File: src/logic/dma_pkg.sv
package dma_pkg;

    localparam int addr_w          = 30;
    localparam int len_w           = 16; // must exceed burst_w
    localparam int burst_w         = 4;
    localparam int burst_max       = 1 << burst_w;
    localparam int max_outstanding = 4;
    localparam int cmd_depth       = 4;

    // counter widths for read_control
    localparam int out_cnt_w       = $clog2(max_outstanding + 1);
    localparam int cmd_cnt_w       = 8; // room for queued, splitting and draining commands

    // software command, len in words, never zero
    typedef struct packed {
        logic [addr_w-1:0] addr;
        logic [len_w-1:0]  len;
    } dma_cmd_t;

    // read-address request, len is beats minus one
    typedef struct packed {
        logic [addr_w-1:0]  addr;
        logic [burst_w-1:0] len;
    } axi_ar_t;

    // one outstanding burst waiting for its beats
    typedef struct packed {
        logic [burst_w:0] beats;
        logic             cmd_last;
    } burst_rec_t;

endpackage
File: src/logic/dma_read_top.sv
`timescale 1ns/1ps

module dma_read_top (
    input  logic              clk,
    input  logic              rst,
    input  logic              cmd_valid,
    output logic              cmd_ready,
    input  dma_pkg::dma_cmd_t cmd,
    output logic              ar_valid,
    input  logic              ar_ready,
    output dma_pkg::axi_ar_t  ar,
    input  logic              r_valid,
    input  logic              r_last,
    output logic              busy,
    output logic              done,
    output logic              error
);

    logic                      cmd_push;
    logic                      cmd_pop;
    logic                      cmd_full;
    logic                      cmd_empty;
    dma_pkg::dma_cmd_t         cmd_head;

    logic                      split_in_ready;
    logic                      split_valid;
    logic                      split_ready;
    logic                      split_last;
    logic [dma_pkg::burst_w:0] split_beats;
    dma_pkg::axi_ar_t          split_ar;

    logic                      issue_ok;
    logic                      issue_gate;
    logic                      ar_fire;

    dma_pkg::burst_rec_t       burst_in;
    dma_pkg::burst_rec_t       burst_head;
    logic                      burst_full;
    logic                      burst_empty;
    logic                      burst_pop;
    logic                      burst_done;
    logic                      burst_cmd_last;
    logic                      last_mismatch;

    assign cmd_ready  = !cmd_full;
    assign cmd_push   = cmd_valid && cmd_ready;
    assign cmd_pop    = !cmd_empty && split_in_ready;

    assign issue_gate = issue_ok && !burst_full;
    assign ar_valid   = split_valid && issue_gate; // held low while issue is blocked
    assign split_ready = ar_ready && issue_gate;
    assign ar         = split_ar;
    assign ar_fire    = ar_valid && ar_ready;
    assign burst_in   = '{beats: split_beats, cmd_last: split_last};

    payload_fifo #(
        .payload_t (dma_pkg::dma_cmd_t),
        .depth     (dma_pkg::cmd_depth)
    ) i_cmd_fifo (
        .clk       (clk),
        .rst       (rst),
        .push      (cmd_push),
        .push_data (cmd),
        .pop       (cmd_pop),
        .pop_data  (cmd_head),
        .full      (cmd_full),
        .empty     (cmd_empty)
    );

    burst_splitter i_burst_splitter (
        .clk       (clk),
        .rst       (rst),
        .in_valid  (!cmd_empty),
        .in_ready  (split_in_ready),
        .in_cmd    (cmd_head),
        .out_valid (split_valid),
        .out_ready (split_ready),
        .out_ar    (split_ar),
        .out_last  (split_last),
        .out_beats (split_beats)
    );

    payload_fifo #(
        .payload_t (dma_pkg::burst_rec_t),
        .depth     (dma_pkg::max_outstanding)
    ) i_burst_fifo (
        .clk       (clk),
        .rst       (rst),
        .push      (ar_fire),
        .push_data (burst_in),
        .pop       (burst_pop),
        .pop_data  (burst_head),
        .full      (burst_full),
        .empty     (burst_empty)
    );

    beat_tracker i_beat_tracker (
        .clk            (clk),
        .rst            (rst),
        .head           (burst_head),
        .head_valid     (!burst_empty),
        .r_valid        (r_valid),
        .r_last         (r_last),
        .pop            (burst_pop),
        .burst_done     (burst_done),
        .burst_cmd_last (burst_cmd_last),
        .last_mismatch  (last_mismatch)
    );

    read_control i_read_control (
        .clk             (clk),
        .rst             (rst),
        .cmd_push        (cmd_push),
        .cmd_queue_empty (cmd_empty),
        .ar_fire         (ar_fire),
        .burst_done      (burst_done),
        .burst_cmd_last  (burst_cmd_last),
        .last_mismatch   (last_mismatch),
        .issue_ok        (issue_ok),
        .busy            (busy),
        .done            (done),
        .error           (error)
    );

endmodule

File: src/logic/read_control.sv
`timescale 1ns/1ps

module read_control (
    input  logic clk,
    input  logic rst,
    input  logic cmd_push,
    input  logic cmd_queue_empty,
    input  logic ar_fire,
    input  logic burst_done,
    input  logic burst_cmd_last,
    input  logic last_mismatch,
    output logic issue_ok,
    output logic busy,
    output logic done,
    output logic error
);

    localparam int ow = dma_pkg::out_cnt_w;
    localparam int cw = dma_pkg::cmd_cnt_w;

    logic [ow-1:0] out_cnt; // bursts issued but not completed
    logic [cw-1:0] cmd_cnt; // commands accepted but not done
    logic          cmd_done;

    assign cmd_done = burst_done && burst_cmd_last;

    always_ff @(posedge clk) begin
        if (rst) begin
            out_cnt <= '0;
        end else begin
            case ({ar_fire, burst_done})
                2'b10:   out_cnt <= out_cnt + 1'b1;
                2'b01:   out_cnt <= out_cnt - 1'b1;
                default: out_cnt <= out_cnt;
            endcase
        end
    end

    always_ff @(posedge clk) begin
        if (rst) begin
            cmd_cnt <= '0;
        end else begin
            case ({cmd_push, cmd_done})
                2'b10:   cmd_cnt <= cmd_cnt + 1'b1;
                2'b01:   cmd_cnt <= cmd_cnt - 1'b1;
                default: cmd_cnt <= cmd_cnt;
            endcase
        end
    end

    always_ff @(posedge clk) begin
        if (rst) begin
            done  <= 1'b0;
            error <= 1'b0;
        end else begin
            done <= cmd_done;
            if (last_mismatch) begin
                error <= 1'b1; // sticky
            end
        end
    end

    // burst queue depth equals the limit, so this also means the queue has room
    assign issue_ok = (out_cnt < ow'(dma_pkg::max_outstanding));
    assign busy     = (cmd_cnt != '0) || !cmd_queue_empty;

    a_out_limit: assert property (
        @(posedge clk) disable iff (rst) out_cnt <= ow'(dma_pkg::max_outstanding)
    ) else $error("read_control: too many bursts outstanding");

endmodule

File: src/logic/beat_tracker.sv
`timescale 1ns/1ps

module beat_tracker (
    input  logic                clk,
    input  logic                rst,
    input  dma_pkg::burst_rec_t head,
    input  logic                head_valid,
    input  logic                r_valid,
    input  logic                r_last,
    output logic                pop,
    output logic                burst_done,
    output logic                burst_cmd_last,
    output logic                last_mismatch
);

    localparam int bw = dma_pkg::burst_w;

    logic [bw:0] beat_cnt; // beats already seen in head burst
    logic [bw:0] beat_num;
    logic        beat_fire;
    logic        is_final;
    logic        final_beat;

    assign beat_num   = beat_cnt + 1'b1;
    assign beat_fire  = r_valid && head_valid;
    assign is_final   = (beat_num == head.beats);
    assign final_beat = beat_fire && is_final;

    always_ff @(posedge clk) begin
        if (rst) begin
            beat_cnt <= '0;
        end else if (beat_fire) begin
            beat_cnt <= is_final ? '0 : beat_num;
        end
    end

    assign pop            = final_beat;
    assign burst_done     = final_beat;
    assign burst_cmd_last = final_beat && head.cmd_last;
    assign last_mismatch  = beat_fire && (r_last != is_final); // bus marker vs count

    // beats only come back for requests already issued
    a_beat_has_burst: assert property (
        @(posedge clk) disable iff (rst) r_valid |-> head_valid
    ) else $error("beat_tracker: read beat with no outstanding burst");

endmodule

File: src/logic/burst_splitter.sv
`timescale 1ns/1ps

module burst_splitter (
    input  logic                    clk,
    input  logic                    rst,
    input  logic                    in_valid,
    output logic                    in_ready,
    input  dma_pkg::dma_cmd_t       in_cmd,
    output logic                    out_valid,
    input  logic                    out_ready,
    output dma_pkg::axi_ar_t        out_ar,
    output logic                    out_last,
    output logic [dma_pkg::burst_w:0] out_beats
);

    localparam int aw = dma_pkg::addr_w;
    localparam int lw = dma_pkg::len_w;
    localparam int bw = dma_pkg::burst_w;

    logic          split_valid;
    logic [aw-1:0] split_addr;
    logic [lw-1:0] split_len;  // words still to issue
    logic [bw:0]   split_inc;  // size of a non-final burst
    logic          split_last;

    logic [aw-1:0] next_addr;
    logic [lw-1:0] next_len;
    logic [bw:0]   next_inc;
    logic [bw:0]   beats_m1;

    assign in_ready   = !split_valid;
    assign split_last = (split_len <= lw'(split_inc));

    always_comb begin
        if (!split_valid) begin
            next_addr = in_cmd.addr;
            next_len  = in_cmd.len;
            next_inc  = (bw + 1)'(dma_pkg::burst_max) - {1'b0, in_cmd.addr[bw-1:0]}; // up to boundary
        end else begin
            next_addr = {split_addr[aw-1:bw] + 1'b1, {bw{1'b0}}}; // next aligned block
            next_len  = split_len - lw'(split_inc);
            next_inc  = (bw + 1)'(dma_pkg::burst_max);
        end
    end

    always_ff @(posedge clk) begin
        if (rst) begin
            split_valid <= 1'b0;
        end else begin
            if (out_ready && split_last) begin
                split_valid <= 1'b0;
            end
            if (in_valid && in_ready) begin
                split_valid <= 1'b1;
            end
        end
    end

    always_ff @(posedge clk) begin
        if (!split_valid || out_ready) begin
            split_addr <= next_addr;
            split_len  <= next_len;
            split_inc  <= next_inc;
        end
    end

    assign out_valid = split_valid;
    assign out_last  = split_last;
    assign out_beats = split_last ? split_len[bw:0] : split_inc;
    assign beats_m1  = out_beats - 1'b1;

    always_comb begin
        out_ar.addr = split_addr;
        out_ar.len  = beats_m1[bw-1:0]; // AXI beats minus one
    end

    a_ar_hold: assert property (
        @(posedge clk) disable iff (rst)
        (out_valid && !out_ready) |=> (out_valid && $stable(out_ar))
    ) else $error("burst_splitter: request changed while stalled");

endmodule

File: src/logic/payload_fifo.sv
`timescale 1ns/1ps

module payload_fifo #(
    parameter type payload_t = logic [7:0],
    parameter int  depth     = 4
) (
    input  logic     clk,
    input  logic     rst,
    input  logic     push,
    input  payload_t push_data,
    input  logic     pop,
    output payload_t pop_data,
    output logic     full,
    output logic     empty
);

    localparam int ptr_w = (depth > 1) ? $clog2(depth) : 1;
    localparam int cnt_w = $clog2(depth + 1);

    payload_t           mem [depth];
    logic [ptr_w-1:0]   wr_ptr;
    logic [ptr_w-1:0]   rd_ptr;
    logic [cnt_w-1:0]   count;
    logic [cnt_w-1:0]   next_count;

    assign next_count = count + cnt_w'(push) - cnt_w'(pop);
    assign pop_data   = mem[rd_ptr]; // head entry

    always_ff @(posedge clk) begin
        if (rst) begin
            wr_ptr <= '0;
            rd_ptr <= '0;
            count  <= '0;
            full   <= 1'b1; // not ready until out of reset
            empty  <= 1'b1;
        end else begin
            if (push) begin
                wr_ptr <= (wr_ptr == ptr_w'(depth - 1)) ? '0 : wr_ptr + 1'b1;
            end
            if (pop) begin
                rd_ptr <= (rd_ptr == ptr_w'(depth - 1)) ? '0 : rd_ptr + 1'b1;
            end
            count <= next_count;
            full  <= (next_count == cnt_w'(depth));
            empty <= (next_count == '0);
        end
    end

    always_ff @(posedge clk) begin
        if (push) begin
            mem[wr_ptr] <= push_data;
        end
    end

    // callers must respect the flags
    a_no_push_full: assert property (
        @(posedge clk) disable iff (rst) push |-> !full
    ) else $error("payload_fifo: push while full");

    a_no_pop_empty: assert property (
        @(posedge clk) disable iff (rst) pop |-> !empty
    ) else $error("payload_fifo: pop while empty");

endmodule

File: config.mk
export PLATFORM = sky130hd
export DESIGN_NAME = dma_read_top
export DESIGN_NICKNAME = d
export VERILOG_FILES = /design/src/logic/dma_pkg.sv /design/src/logic/dma_read_top.sv /design/src/logic/read_control.sv /design/src/logic/beat_tracker.sv /design/src/logic/burst_splitter.sv /design/src/logic/payload_fifo.sv
export SDC_FILE = /design/constraint.sdc
export NUM_CORES = 1
export LEC_CHECK = 0
export ABC_AREA = 1
export BUFFER_PORTS_ARGS = -buffer_cell sky130_fd_sc_hd__buf_2
export CORE_MARGIN = 10
export CORE_UTILIZATION = 40
export DETAILED_ROUTE_END_ITERATION = 6
export SYNTH_ARGS = -nofsm -noshare
export SYNTH_HDL_FRONTEND = slang
export SYNTH_SLANG_ARGS = --single-unit
File: constraint.sdc
create_clock -name clk -period 2.8 [get_ports clk]
set_clock_uncertainty 0.05 [all_clocks]
set_input_delay 0.14 -clock clk [delete_from_list [all_inputs] [get_ports clk]]
set_output_delay 0.14 -clock clk [all_outputs]
set_load 0.02 [all_outputs]
==> results.md, run 1 <==
- Failing checks: setup timing
- HPWL after DPL: between 15000 and 20000 um
- Status: finished with violations
- Cell count after synthesis: 1217
- Worst VDD drop: just under 0.7 mV
- DRC viols: 0
- R2r setup slk: 130 ps
- Final worst-path cycle share: 104%
- Asr flop ratio synth: 0%
- RePlAce Congestion: between 0.8 and 0.9
- Crit path capture type: output pin
- Final Hold Slack: slightly above 70 ps
- Worst slew pin tran: approximately 630 ps
- Synth Cell Area: approximately 13000 um^2
- Unrepaired setup endpoints after global routing: yes
- R2r endpoint: i_read_control.cmd_cnt[6]$_SDFFE_PP0P_
- Worst Hold Path Cells: 6
- IO Port Bufs: 90
- Static leakage: 6.23 nW
- Endpoints failing setup: 3
- PD cells: 986 nW/um^2
- Yosys warns: 0
- Row count: 66
- Design area: ~16000 um^2
- Clock Root Buffer: clkbuf_16
- Routed Antenna Nets: 0
- Hold WC Path Type: in2reg
- Global-route wire length before repair: 48700 um
- Syn avg cell area: between 10 and 15 um^2
- Critical Path Source Type: flop
- 1st-pass router iterations: 5
- Hold Startpoint: r_valid
- Detailed Route Iter0 Violations: 625
- Initial antenna violation count: 3
- Library cells used by synthesis: 45
- Largest net degree at the start of global routing: 93
- Endpoints failing hold: 0
- Height of the die: between 200 and 250 um
- CTS tree: done
- Core footprint: between 30000 and 40000 um^2
- Proportion of layout cells with a drive suffix above 1: between 10% and 20%
- Mapped Nets: 1300
- Min Clock Period, post-route: about 2900 ps
- Setup WS post-layout: -105 ps
- Max frequency: 344 MHz
- Slew margin rel.: roughly 58%
- Area grow syn2layout: 23.2%
- Max-cap violations: 0
- Top-count cell post-synth: edfxtp_1
- Synth area leaders: edfxtp_1 (59%), nand2_1 (6.5%), dfxtp_1 (6.2%)
- Total clock sinks: between 200 and 300
- All-Layer GR Usage: around 15%
- Drt total wl: between 30000 and 40000 um
- Gr ovfl total: 0
- Hold Path Sink: i_beat_tracker.beat_cnt[0]$_SDFFE_PP0P_
- Top FF cell, synth: edfxtp_1
- Reg clk slew, reported paths: approximately 70 ps
- Cts bufs inserted: 31
- Die area: 40600 um^2
- Largest fanout on the critical path: 5
- Flops & latches, synth: roughly 300
- Vias in the first global route: ~9000
- Clk Latency, worst-skew pair: about 570 ps
- Number of enable flip-flop cells after synthesis: about 260
- Sequential share of the synthesized area: 65.1%
- Final #Nets: between 1000 and 1500
- Initial Util: 40.5%
- FF-to-FF path depth: 22
- Util after Layout: around 50%
- Vias: 9243
- Worst setup path class: reg2out
- Worst EP arrival: 2720 ps
- Maximum clock path buffer count: 3
- Placed Area: between 10000 and 15000 um^2
- Worst Path Required: roughly 2600 ps
- DIE WIDTH: ~200 um
- Synth top area share: roughly 59%
- H-tree depth: 1
- Pins over their slew limit: 0
- # IOs: 91
- WL per Instance: between 15 and 20 um
- Leading area contributor after synthesis: edfxtp_1
- Commonest cells post-synth: edfxtp_1 (258), nand2_1 (229), nor2_1 (136)
- Post-DR vias/cell: between 5 and 6
==> kinds of logic after synthesis <==
group / Yosys count / synth area share [%]
compound gates: 230 / 9.91
xor+xnor: 42 / 2.79
fa+ha+maj: 31 / 3.17
buf+inv: 164 / 4.95
flops: 299 / 65.1
mux: 1 / 0.0855
simple gates: 450 / 14.0
==> placed cells by master, fill, tap and decap left out, drive strengths merged, types with 41 or more instances in the layout <==
cell / count
edfxtp: 258
nand2: 231
nor2: 138
buf: 124
o21ai: 122
inv: 115
dlygate4sd3: 48
nand3: 48
a21oi: 46
dfxtp: 41
==> metal layers <==
layer | GRT usage (%) | share of wire [%]
met3 | 2.70 | 5.0
met1 | 18.8 | 45
met2 | 25.1 | 48
met4 | 3.25 | 1.9
met5 | 0 | 0
==> layout make-up <==
type | count | area [um^2]
Antenna cell | 3 | 7.51
Clock buffer | 34 | 787
Clock inverter | 23 | 330
Fill cell | 2921 | 16300
Inverter | 115 | 437
Multi-Input combinational cell | 755 | 4230
Sequential cell | 299 | 8580
Tap cell | 442 | 553
Timing Repair Buffer | 172 | 1300
==> state kept, by name (all words and copies together), names as in the netlist, 5 cells and up, named ones only <==
signal	flops
i_burst_splitter.split_len	16
i_burst_splitter.split_inc	5
i_beat_tracker.beat_cnt	5
i_burst_splitter.split_addr	29
i_cmd_fifo.mem	184
i_burst_fifo.mem	24
i_read_control.cmd_cnt	8
==> critical path: stages, from the launching register on <==
cell and delay (ps):
edfxtp_1 400, ha_2 210, fa_2 350, o21ai_2 180
nand2_1 100, nand3_2 110, nand2_4 120, o21ai_4 260
ha_4 170, xnor2_2 90, buf_4 150
==> worst max-delay path by stage <==
stage	start	end	slack [ps]
after floorplan	i_cmd_fifo.full$_SDFF_PP1_	i_cmd_fifo.mem[0][0]$_DFFE_PP_	-340
after global placement	i_beat_tracker.beat_cnt[0]$_SDFFE_PP0P_	i_read_control.cmd_cnt[6]$_SDFFE_PP0P_	60
after detailed placement	i_beat_tracker.beat_cnt[0]$_SDFFE_PP0P_	i_read_control.cmd_cnt[6]$_SDFFE_PP0P_	30
after CTS	i_burst_splitter.split_inc[0]$_SDFFCE_PP0P_	ar[2]	-110
after global routing	i_burst_splitter.split_inc[0]$_SDFFCE_PP0P_	ar[2]	-240
final	i_burst_splitter.split_inc[0]$_SDFFCE_PP0P_	ar[2]	-110
==> where the power goes <==
part           switching (mW)  total, mW  internal (mW)
Combinational            3.30       5.11           1.81
Clock                    1.71       4.48           2.76
Sequential              0.526       6.42           5.89
Total                    5.54       16.0           10.5
==> what timing repair did <==
item / in CTS / in global routing
endpoints found under the setup margin: 4 / 14
pin swaps: 4 / 15
gates cloned: 1 / 0
buffers inserted: 5 / 4
hold buffers: 48 / 0
hold endpoints to repair: 195 / 0
gates resized for setup: 15 / 56
==> stage by stage <==
step | worst slack, ps | setup TNS (ps) | power (mW) | instances
after floorplan | -341 | -62810 | 9.68 | 1217
after global placement | 56.4 | 0 | 11.2 | 1725
after detailed placement | 27.3 | 0 | 11.3 | 1725
after CTS | -114 | -261 | 16.0 | 1836
after global routing | -239 | -853 | 17.0 | 1843
final | -105 | -218 | 16.0 | 1843
Note: power is estimated with default switching activity, not from simulation.
==> inputs of run 2 (changes only) <==
--- a/config.mk
+++ b/config.mk
@@ -7,3 +7,2 @@
 export LEC_CHECK = 0
-export ABC_AREA = 1
 export BUFFER_PORTS_ARGS = -buffer_cell sky130_fd_sc_hd__buf_2
--- a/constraint.sdc
+++ b/constraint.sdc
@@ -4,2 +4,2 @@
 set_output_delay 0.14 -clock clk [all_outputs]
-set_load 0.02 [all_outputs]
+set_load 0.05 [all_outputs]
==> results.md, run 2 <==
- Status: finished with violations
- Failing checks: setup timing
- Static leakage: 5.82 nW (-6.6%)
- Cell count after synthesis: 872 (-28%)
- Synth top area share: 60.0% (+1.2 points)
- Vias in the first global route: 7963 (-14%)
- Worst setup path class: reg2reg
- Synth Cell Area: 12900 um^2 (-2.0%)
- Initial antenna violation count: 3 (unchanged)
- Worst VDD drop: 0.981 mV (+45%)
- Largest fanout on the critical path: 4 (-1)
- Die area: 39900 um^2 (-1.8%)
- Leading area contributor after synthesis: edfxtp_1
- Drt total wl: 27100 um (-11%)
- Area grow syn2layout: 26.2%
- Leading cell type in the layout, fill and taps excluded: edfxtp_1
- WL per Instance: 17.9 um (+7.6%)
- Max-cap violations: 0 (unchanged)
- Initial Util: 40.7% (+0.23 points)
- Final worst-path cycle share: 129% (+25 points)
- Endpoints failing setup: 17 (+14)
- IO Port Bufs: 90 (unchanged)
- Flops & latches, synth: 299 (unchanged)
- Vias: 7709 (-17%)
- PD cells: 968 nW/um^2 (-1.9%)
- Largest net degree at the start of global routing: 75 (-19%)
- Library cells used by synthesis: 62 (+38%)
- Critical Path Source Type: flop
- Worst EP arrival: 3920 ps (+1200 ps)
- Global-route wire length before repair: 43500 um (-11%)
- Number of enable flip-flop cells after synthesis: 258 (unchanged)
- Routed Antenna Nets: 0 (unchanged)
- Min Clock Period, post-route: 3610 ps (+709 ps)
- Maximum clock path buffer count: 3 (unchanged)
- Endpoints failing hold: 0 (unchanged)
- Commonest cells post-synth: edfxtp_1 (258), nand2_1 (71), o21ai_0 (53)
- Reg area: 8580 um^2 (about the same)
- Multi-input gate area: 4300 um^2 (+1.6%)
- Worst slew pin tran: 749 ps (+119 ps)
- Clock Root Buffer: clkbuf_16
- Slew margin rel.: 50.1% (-7.8 points)
- Pins over their slew limit: 0 (unchanged)
- Cts bufs inserted: 34 (+9.7%)
- Max frequency: 277 MHz (-20%)
- DRC viols: 0 (unchanged)
- Fillers: 2706 (-7.4%)
- Row count: 65 (-1.5%)
- Largest register FFs: 184 (unchanged)
- Height of the die: 200 um (-0.89%)
- Worst Path Required: 3110 ps (+500 ps)
- Top FF cell, synth: edfxtp_1
- Fin Setup TNS: -6380 ps (-6160 ps)
- Post-DR vias/cell: 5.07 (+1.1%)
- Top flop regs: i_cmd_fifo.mem (184), i_burst_splitter.split_addr (29), i_burst_fifo.mem (24)
- Yosys warns: 0 (unchanged)
- Sequential share of the synthesized area: 66.4% (+1.3 points)
- Proportion of layout cells with a drive suffix above 1: 30.3% (+13 points)
- Fin cells: 1520 (-18%)
- Crit path capture type: flop
- Asr flop ratio synth: 0% (unchanged)
- Top-count cell post-synth: edfxtp_1
- Detailed Route Iter0 Violations: 553 (-12%)
- R2r setup slk: -810 ps (-940 ps)
- HPWL after DPL: 17600 um (-7.6%)
- CTS tree: done
- Mapped Nets: 955 (-27%)
- Total clock sinks: 299 (unchanged)
- Setup WS post-layout: -814 ps (-709 ps)
- Placed cells: 1397 (-19%)
- Reg clk slew, reported paths: 60 ps (about the same)
- # IOs: 91 (unchanged)
- RePlAce Congestion: 0.809 (-8.3%)
- Core footprint: 31700 um^2 (-2.5%)
- Gr ovfl total: 0 (unchanged)
- Clk Latency, worst-skew pair: 510 ps (-60 ps)
- Synth area leaders: edfxtp_1 (60%), mux4_2 (8.0%), dfxtp_1 (6.4%)
- Largest Register: i_cmd_fifo.mem
- Most frequent cells in the layout: edfxtp_1 (258), buf_2 (86), nand2_1 (69), buf_4 (69), o21ai_0 (50)
- All-Layer GR Usage: 13.9% (-0.73 points)
- Final Hold Slack: 40.1 ps (-31.0 ps)
- Hold WC Path Type: in2reg
- 1st-pass router iterations: 5 (unchanged)
- Syn avg cell area: 14.8 um^2 (+37%)
- Unrepaired setup endpoints after global routing: yes
- DIE WIDTH: 200 um (-0.89%)
- Final #Nets: 1175 (-19%)
- H-tree depth: 2 (+1)
-- run 2: where the power goes --
group          total (mW)  switching [mW]  internal, mW
clock network        4.20            1.76          2.43
registers            6.36           0.599          5.76
logic                5.21            3.04          2.17
-- run 2: through the flow --
stage          power (mW)  utilization [%]  setup WS [ps]  area, um^2
2_1_floorplan        9.68                -          -1010       13000
3_3_place_gp         11.3             45.3           -800       14400
3_5_place_dp         11.3             45.3           -836       14400
4_1_cts              15.8             50.7           -798       16100
5_1_grt              16.7             51.4           -981       16300
6_report             15.8             51.4           -814       16300
-- run 2: logic make-up (layout without fill, tap and decap cells) --
group,Yosys count,count (layout),share of synthesized area (%)
flip-flops,299,299,66.4
AND/OR/NAND/NOR,230,230,8.84
AO/OA/AOI/OAI,117,117,5.43
buffers and inverters,79,322,2.58
multiplexers,62,62,9.68
XOR/XNOR,54,54,3.89
adder cells (fa/ha/maj),31,31,3.24
other,0,3,0
-- run 2: cell type report --
type / instances / share of cell area (%)
clock inverters: 20 / 1.11
well taps: 402 / 3.09
repair buffers: 222 / 10.4
multi-input cells: 494 / 26.4
flip-flops and latches: 299 / 52.7
diodes: 3 / 0.0461
inverters: 41 / 0.983
clock buffers: 39 / 5.34
-- run 2: repair_timing --
action                                 CTS  global route
setup endpoints to repair               18            31
gates cloned                             0             0
resized for setup                       34            32
endpoints found under the hold margin  185             0
pin swaps                               15            14
hold buffers                            47             0
buffers inserted                         7             9
-- run 2: final timing paths --
path / endpoint / cells past startpoint / startpoint
worst min-delay path: i_beat_tracker.beat_cnt[1]$_SDFFE_PP0P_ / 4 / r_valid
worst min register to register: i_beat_tracker.beat_cnt[1]$_SDFFE_PP0P_ / 2 / i_beat_tracker.beat_cnt[1]$_SDFFE_PP0P_
worst max register to register: i_read_control.cmd_cnt[4]$_SDFFE_PP0P_ / 16 / i_beat_tracker.beat_cnt[1]$_SDFFE_PP0P_
worst max-delay path: i_read_control.cmd_cnt[4]$_SDFFE_PP0P_ / 16 / i_beat_tracker.beat_cnt[1]$_SDFFE_PP0P_
-- run 2: worst max-delay path: stages, from the launching register on --
cell and delay [ps]:
dfxtp_2 340, ha_4 250, nand2b_4 140, mux2_4 270, o221a_4 280, nor3_4 220, nand2_2 100, a211oi_4 190
ha_2 220, xor2_1 160, ha_2 220, or3_4 130, a21oi_2 60, or4b_4 520, a21oi_2 160, xnor2_1 120
nor2_1 50
-- run 2: per-layer routing --
layer	up-vias	wire length [um]	track usage [%]
met5	-	0	0
met4	0	468	3.39
met3	36	1440	3.40
met2	134	12900	22.9
met1	3790	12400	18.0
li1	3749	-	-
